File: config.mk
export PLATFORM = sky130hd
export DESIGN_NAME = divider_flat
export DESIGN_NICKNAME = d
export VERILOG_FILES = /design/src/common/cpu_pkg.sv /design/src/common/exec_if.sv /design/src/logic/divider.sv /design/src/flat_wrapper.sv
export SDC_FILE = /design/constraint.sdc
export NUM_CORES = 1
export LEC_CHECK = 0
export BUFFER_PORTS_ARGS = -buffer_cell sky130_fd_sc_hd__buf_4
export CORE_MARGIN = 2
export CORE_UTILIZATION = 58
export DETAILED_ROUTE_END_ITERATION = 7
export PLACE_DENSITY_LB_ADDON = 0.12
export SYNTH_ARGS = -nofsm -noshare
export SYNTH_HDL_FRONTEND = slang
export SYNTH_SLANG_ARGS = --single-unit
File: constraint.sdc
create_clock -name clk -period 4.26 [get_ports clk]
set_input_delay 1.278 -clock clk [delete_from_list [all_inputs] [get_ports clk]]
set_output_delay 1.278 -clock clk [all_outputs]
set_load 0.02 [all_outputs]
File: src/common/cpu_pkg.sv
package cpu_pkg;

    typedef logic [31:0] word_t;
    typedef logic [4:0] reg_addr_t;
    typedef logic [3:0] alu_op_t;

    // one instruction word, decoded as r-type or i-type
    typedef union packed {
        struct packed {
            logic [5:0] op;
            logic [4:0] rs;
            logic [4:0] rt;
            logic [4:0] rd;
            logic [4:0] shamt;
            logic [5:0] funct;
        } r;
        struct packed {
            logic [5:0] op;
            logic [4:0] rs;
            logic [4:0] rt;
            logic [15:0] imm;
        } i;
    } instr_t;

    // primary opcodes
    localparam logic [5:0] op_special = 6'h00, op_j = 6'h02, op_jal = 6'h03,
        op_beq = 6'h04, op_bne = 6'h05, op_addi = 6'h08, op_addiu = 6'h09,
        op_slti = 6'h0a, op_sltiu = 6'h0b, op_andi = 6'h0c, op_ori = 6'h0d,
        op_xori = 6'h0e, op_lui = 6'h0f, op_lw = 6'h23, op_sw = 6'h2b;

    // function field of op_special
    localparam logic [5:0] fn_sll = 6'h00, fn_srl = 6'h02, fn_sra = 6'h03,
        fn_sllv = 6'h04, fn_srlv = 6'h06, fn_srav = 6'h07, fn_jr = 6'h08,
        fn_mfhi = 6'h10, fn_mflo = 6'h12, fn_mult = 6'h18, fn_multu = 6'h19,
        fn_div = 6'h1a, fn_divu = 6'h1b, fn_add = 6'h20, fn_addu = 6'h21,
        fn_sub = 6'h22, fn_subu = 6'h23, fn_and = 6'h24, fn_or = 6'h25,
        fn_xor = 6'h26, fn_nor = 6'h27, fn_slt = 6'h2a, fn_sltu = 6'h2b;

    localparam alu_op_t alu_add = 4'd0, alu_sub = 4'd1, alu_slt = 4'd2,
        alu_sltu = 4'd3, alu_and = 4'd4, alu_or = 4'd5, alu_xor = 4'd6,
        alu_nor = 4'd7, alu_sll = 4'd8, alu_srl = 4'd9, alu_sra = 4'd10,
        alu_eq = 4'd11, alu_mul = 4'd12;

    // sequencer states
    localparam logic [2:0] st_idle = 3'd0, st_fetch = 3'd1, st_decode = 3'd2,
        st_exec = 3'd3, st_div_wait = 3'd4, st_writeback = 3'd5;

    localparam word_t text_base = 32'h0040_0000;
    localparam int imem_words = 256;
    localparam int imem_addr_w = 8;
    localparam int dmem_words = 1024;

    localparam reg_addr_t ctrl_reg = 5'd27;
    localparam int halt_bit = 3;
    localparam reg_addr_t sp_reg = 5'd29;
    localparam word_t sp_init = 32'h7fff_effc;

    localparam int div_cycles = 32;

endpackage

File: src/common/exec_if.sv
`timescale 1ns/100ps

interface exec_if;
    import cpu_pkg::*;

    // issued by control
    alu_op_t alu_op;
    word_t operand_a;
    word_t operand_b;
    logic div_start;
    logic div_signed;

    // alu results
    word_t alu_result;
    word_t mul_hi;
    logic overflow;

    // divider results
    word_t quotient;
    word_t remainder;
    logic div_done;

    modport ctrl (
        output alu_op, operand_a, operand_b, div_start, div_signed,
        input alu_result, mul_hi, overflow, quotient, remainder, div_done
    );
    modport alu (input alu_op, operand_a, operand_b, output alu_result, mul_hi, overflow);
    modport div (input operand_a, operand_b, div_start, div_signed,
                 output quotient, remainder, div_done);
endinterface

File: src/logic/divider.sv
`timescale 1ns/100ps

module divider (
    input logic clk,
    input logic reset,
    exec_if.div ex
);
    import cpu_pkg::*;

    logic busy;
    logic [$clog2(div_cycles)-1:0] count;
    word_t quo;
    word_t rem;
    word_t dvs;
    logic neg_q;
    logic neg_r;
    logic a_neg;
    logic b_neg;
    logic [33:0] trial;

    assign a_neg = ex.div_signed && ex.operand_a[31];
    assign b_neg = ex.div_signed && ex.operand_b[31];

    // shift in the next dividend bit and try the subtract
    assign trial = {1'b0, rem, quo[31]} - {2'b00, dvs};

    // restore signs on the magnitudes
    assign ex.quotient = neg_q ? -quo : quo;
    assign ex.remainder = neg_r ? -rem : rem;

    always_ff @(posedge clk) begin
        if (reset) begin
            busy <= 1'b0;
            count <= '0;
            ex.div_done <= 1'b0;
        end else begin
            ex.div_done <= 1'b0;
            if (busy) begin
                count <= count + 1'b1;
                if (count == div_cycles - 1) begin
                    busy <= 1'b0;
                    ex.div_done <= 1'b1;
                end
            end else if (ex.div_start) begin
                busy <= 1'b1;
                count <= '0;
            end
        end
    end

    always_ff @(posedge clk) begin
        if (!busy && ex.div_start) begin
            quo <= a_neg ? -ex.operand_a : ex.operand_a;
            dvs <= b_neg ? -ex.operand_b : ex.operand_b;
            rem <= '0;
            // zero divisor keeps the all-ones quotient
            neg_q <= (a_neg ^ b_neg) && (ex.operand_b != '0);
            neg_r <= a_neg;
        end else if (busy) begin
            if (!trial[33]) begin
                rem <= trial[31:0];
                quo <= {quo[30:0], 1'b1};
            end else begin
                rem <= {rem[30:0], quo[31]};
                quo <= {quo[30:0], 1'b0};
            end
        end
    end

endmodule

File: src/flat_wrapper.sv
// flat-port wrapper written by rule: the top's interface ports become plain ports
module divider_flat import cpu_pkg::*;
  (clk, reset, ex_operand_a, ex_operand_b, ex_div_start, ex_div_signed, ex_quotient, ex_remainder, ex_div_done);
  exec_if ex_i ();
  input logic clk;
  input logic reset;
  input wire logic [$bits(ex_i.operand_a)-1:0] ex_operand_a;
  input wire logic [$bits(ex_i.operand_b)-1:0] ex_operand_b;
  input wire logic [$bits(ex_i.div_start)-1:0] ex_div_start;
  input wire logic [$bits(ex_i.div_signed)-1:0] ex_div_signed;
  output wire logic [$bits(ex_i.quotient)-1:0] ex_quotient;
  output wire logic [$bits(ex_i.remainder)-1:0] ex_remainder;
  output wire logic [$bits(ex_i.div_done)-1:0] ex_div_done;
  assign ex_i.operand_a = ex_operand_a;
  assign ex_i.operand_b = ex_operand_b;
  assign ex_i.div_start = ex_div_start;
  assign ex_i.div_signed = ex_div_signed;
  assign ex_quotient = ex_i.quotient;
  assign ex_remainder = ex_i.remainder;
  assign ex_div_done = ex_i.div_done;
  divider u_core (.clk(clk), .reset(reset), .ex(ex_i));
endmodule
Word-level counts from Yosys, hierarchy flattened --
Cells that the tools add are included.
Storage, ports and cells: register bits 105, bits in latches 0, memory bits (writable) 0, bits in read-only memories 0, input port bits 68, output and inout bits 65, word-level logic and storage cells 40, memories kept 0
Operators by class: add/sub/neg operators 6, multiply operators 0, div/mod/pow operators 0, $lt $le $gt $ge 0, equality and inequality tests 1, shift operators 0, muxes and demuxes 14, bitwise gates (word level) 2, reduce and logical (&&, ||, !) cells 9
Operator list (number):
- 32-bit two-way mux | 7
- 32-bit negator | 4
- 33-bit by 32-bit subtractor with 34-bit output | 1
- 32-bit nonzero test | 1
- 5-bit two-way mux | 2
- 5-bit by 1-bit adder with 5-bit output (second input constant) | 1
- 5-bit == test (second input constant) | 1
- 1-bit two-way mux | 5
- 1-bit logical AND | 4
- 2-bit nonzero test | 2
- 2-bit OR reduction | 1
- 1-bit logical NOT | 1
- 1-bit NOT | 1
- 1-bit bitwise XOR | 1

Logic depth before layout (Yosys ltp) --
word-level depth 4, gate-level depth with buffers 13, gate-level depth less buffers 11

Least setup slack after synthesis --
No wires, ideal clock.
path kind register -> output, start register u_core.rem[19], end output port ex_remainder[31], arrival time 2.595 ns, data required time 2.982 ns, setup slack 0.387 ns, stages on the path, launching flop included 9, path buffers 0, path through dfxtp_1 or3_4 or3_4 or3_4 or3_4 or3_4 o21ai_2 nand2_1 xor2_1
On the way: cells in the longest elaborated chain, start to end 2
RTL lines:
- from (decl) | RTL line divider.sv:13 | word_t rem;
- from (signal assigned) | RTL line divider.sv:61 | rem <= trial[31:0];
- from (signal assigned) | RTL line divider.sv:64 | rem <= {rem[30:0], quo[31]};
- 32-bit negator | RTL line divider.sv:29 | assign ex.remainder = neg_r ? -rem : rem;
- 32-bit two-way mux | RTL line divider.sv:29
- to (decl) | RTL line flat_wrapper.sv:12 | output wire logic [$bits(ex_i.remainder)-1:0] ex_remainder;
No other way between the ends.

Worst setup path in the final report --
start register u_core.quo[8], end output port ex_quotient[30]
On the way: cells in the longest elaborated chain, start to end 2
RTL lines:
- from (decl) | RTL line divider.sv:12 | word_t quo;
- from (signal assigned) | RTL line divider.sv:53 | quo <= a_neg ? -ex.operand_a : ex.operand_a;
- from (signal assigned) | RTL line divider.sv:62 | quo <= {quo[30:0], 1'b1};
- from (signal assigned) | RTL line divider.sv:65 | quo <= {quo[30:0], 1'b0};
- 32-bit negator | RTL line divider.sv:28 | assign ex.quotient = neg_q ? -quo : quo;
- 32-bit two-way mux | RTL line divider.sv:28
- to (decl) | RTL line flat_wrapper.sv:11 | output wire logic [$bits(ex_i.quotient)-1:0] ex_quotient;
No other way between the ends.

==> impl_metrics.toml <==
[status]
outcome = "finished, final reports clean"

[power]
switching_share_pct = 44.5
power_leakage_nw = 4.25
intPower_mw = 3.86
ir_drop_v = 0.000376
p_seq_share_pct = 23.1
power_switching_mw = 3.10
powerDensity_nw_per_um2 = 690
clock_power_share_pct = 11.7
p_comb_share_pct = 65.2

[setup_path]
path_cells = "or4_4 -> or3_4 -> nor3_4 -> nand4_1 -> o31ai_2 -> a21boi_2 -> xnor2_1 -> buf_4"
rrSetupSlack_ps = 740
r2r_end = "u_core.rem[19]"
cp_max_fo = 5
startpoint_type = "register"
regToRegStartpoint = "u_core.rem[2]"
required_ps = 2980
critPathKind = "reg2out"
crit_path_end_kind = "primary output"
crit_arrival_ps = 2930
slowest_stage = "or4_4"
rr_worst_depth = 11
path_buf_inv = 1
critPathMaxStageDelay_ps = 530
crit_cells = 8
critPathTopFamily = "simple AND/OR/NAND/NOR gates"

[die]
die-area_um2 = 15500
initial_utilization_pct = 58.6
io_pins = 133
core-area_um2 = 14400
rows = 44
die_w_um = 125
die_h_um = 125

[clock_tree]
clock-sinks = 105
cts.clk_slew.worst_paths_ps = 70
htreeDepth = 3
cts_root_buf = "clkbuf_16"
hold_buffers = 0
cts-buffers-inserted = 9
cts_tree = "yes"
cts_buffer_depth = 2
clk-insertion-delay-late_ps = 360

[min_path]
min_path_cells = 3
hold-path-endpoint = "u_core.count[0]"
hold_start = "u_core.count[0]"
min_path_type = "reg2reg"

[placed_design]
routabilityCongestion = 0.891
preCtsSetupSlack_ps = 189
hpwl_um = 15900
portBuffers = 132

[global_route]
antenna_found_initial = 0
grt.total_usage_pct = 26.9
met1_usage_pct = 38.2
grt_pass1_vias = 6989
grt_pass1_wl_um = 34500
grt_max_degree = 64
grtUsageMet2_pct = 41.8
grtUsageMet3_pct = 5.37
grt-ovfl-total = 0
grt.busiest_layer = "met2"

[synth]
postSynthAreaPerCell_um2 = 8.58
netlist.area_leader.share_pct = 23.5
synth_cell_types = 71
ys.flop_type = "edfxtp_1"
yosysWarningCount = 0
async_reset_ff_share_pct = 0
synth_area_leaders = "edfxtp_1 (24%), xnor2_1 (11%), dfxtp_1 (9.3%)"
synth-seq-cells = 105
synth_edf_count = 66
synthCells = 982
syn_nets = 1089
synth.largest_area_cell = "edfxtp_1"
yosysSeqAreaShare_pct = 32.8
netlist_area_um2 = 8420

[route]
avgRoutedWirePerCell_um = 16.0
vias = 7544
ant_nets = 0
drt_iter0_markers = 597
routed_wl_um = 20800
firstDrtPassIters = 5
drc = 0
vias_per_cell = 5.78

[timing]
whs_ps = 563
finalSetupTns_ps = 0
finalHoldViolations = 0
fin_crit_sh_pct = 98.9
fin_ws_ps = 48.8
setup_viol = 0
rsz0062_at_grt = "true"
worstMarginPinSlew_ps = 611
maxSlewHeadroom_pct = 59.3
slew_violations = 0
fin_worst_skew_ps = 10.4
clock.fmax_mhz = 237
finalCriticalPeriod_ps = 4210

[finish]
nets = 1223
diodes = 0
area_growth_pct = 19.8
drive_gt1_share_pct = 20.5

[flow_run]
maxCapViolCount = 0
==> metrics by stage <==
stage | utilization (%) | cells | area, µm² | total power, mW
floorplan | - | 982 | 8420 | 4.56
global placement | 67.0 | 1275 | 9630 | 5.90
detailed placement | 67.0 | 1275 | 9630 | 5.97
CTS | 69.4 | 1294 | 9970 | 6.84
global route | 70.2 | 1305 | 10100 | 7.45
finish | 70.2 | 1305 | 10100 | 6.96
==> power groups by stage <==
stage | registers, mW | logic, mW | clock network [mW]
after floorplan | 1.53 | 3.03 | 0
after global placement | 1.61 | 4.30 | 0
after detailed placement | 1.61 | 4.35 | 0
after CTS | 1.60 | 4.42 | 0.824
after global routing | 1.64 | 4.94 | 0.865
final | 1.60 | 4.54 | 0.814
==> worst max path at each step <==
stage                             endpoint  slack (ps)      startpoint
final                      ex_quotient[30]          50   u_core.quo[8]
after global routing      ex_remainder[31]         -80  u_core.rem[19]
after CTS                 ex_remainder[31]          10  u_core.rem[19]
after detailed placement   ex_quotient[30]         190   u_core.quo[8]
after global placement     ex_quotient[30]         280   u_core.quo[8]
after floorplan           ex_remainder[31]         390  u_core.rem[19]
==> tightest hold or removal path: stages, from the launching register on <==
cell     delay, ps
dfxtp_1        330
inv_1           70
a21oi_1         60
nor2_1          70
==> layout by cell type (no fill, tap or decap), types with 5 or more instances in the layout <==
cell type | synthesis | layout
nand2_1 | 107 | 106
or4_1 | 8 | 6
nand3b_1 | 5 | 5
o41ai_1 | 11 | 11
o21a_1 | 6 | 6
inv_1 | 60 | 60
a21o_1 | 13 | 13
xor2_1 | 45 | 45
a22o_1 | 20 | 20
a21boi_0 | 6 | 6
xnor2_1 | 101 | 101
a31oi_1 | 8 | 8
o31ai_1 | 19 | 17
o211ai_1 | 6 | 6
or3_1 | 7 | 6
buf_4 | 3 | 163
and3_1 | 7 | 7
nor4_1 | 13 | 12
nand2b_1 | 13 | 12
dfxtp_1 | 39 | 38
a21oi_1 | 68 | 66
clkbuf_16 | 0 | 9
mux2_2 | 18 | 18
nor3_1 | 17 | 17
nor2_1 | 59 | 58
and2_1 | 7 | 6
o2bb2a_1 | 5 | 5
nand3_1 | 22 | 22
ha_1 | 38 | 38
nor2b_1 | 6 | 6
or3_4 | 5 | 6
o21ai_0 | 76 | 76
nor3b_1 | 7 | 7
o221ai_1 | 5 | 5
edfxtp_1 | 66 | 66
==> cell type report <==
class	instances	area (µm²)
clock inverters	5	37.5
multi-input cells	776	5340
clock buffers	11	243
well taps	184	230
fillers	1214	4280
flip-flops and latches	105	2770
repair buffers	164	1240
inverters	60	225
==> kinds of logic (layout without fill, tap and decap cells) <==
group,Yosys count,in the layout,synth area share [%]
buf+inv,101,240,4.69
xor+xnor,146,146,15.2
mux,21,21,2.76
compound gates,267,267,20.5
simple gates,303,303,18.2
fa+ha+maj,39,39,5.88
flops,105,105,32.8
==> sequential cells by signal (all words and copies together), names as in the netlist <==
| signal | cells |
|---|---|
| u_core.neg_q | 1 |
| u_core.dvs | 32 |
| u_core.quo | 32 |
| u_core.busy | 1 |
| u_core.neg_r | 1 |
| u_core.count | 5 |
| u_core.rem | 32 |
| u_core.ex.div_done | 1 |
==> synth_stat cells (7+ instances only) <==
| cell type | n |
|---|---|
| nor3_1 | 17 |
| a31oi_1 | 8 |
| edfxtp_1 | 66 |
| nor2_1 | 59 |
| and3_1 | 7 |
| ha_1 | 38 |
| nand2b_1 | 13 |
| o41ai_1 | 11 |
| or3_1 | 7 |
| a22o_1 | 20 |
| xnor2_1 | 101 |
| o31ai_1 | 19 |
| nor4_1 | 13 |
| nand3_1 | 22 |
| o21ai_0 | 76 |
| clkbuf_1 | 31 |
| inv_1 | 60 |
| dfxtp_1 | 39 |
| nand2_1 | 107 |
| a21oi_1 | 68 |
| and2_1 | 7 |
| nor3b_1 | 7 |
| mux2_2 | 18 |
| or4_1 | 8 |
| xor2_1 | 45 |
| a21o_1 | 13 |
==> repair_timing <==
item | CTS | global route
endpoints found under the setup margin | 12 | 19
pin swaps | 1 | 5
resized for setup | 8 | 9
setup buffers | 3 | 11
==> routing by layer <==
metal	wire length, µm	share of wire, %	up-vias
met5	0	0	-
met4	288	1.4	0
met3	1540	7.4	20
met2	9410	45	239
met1	9610	46	3481
li1	-	-	3804
(Power assumes the default switching activity.)
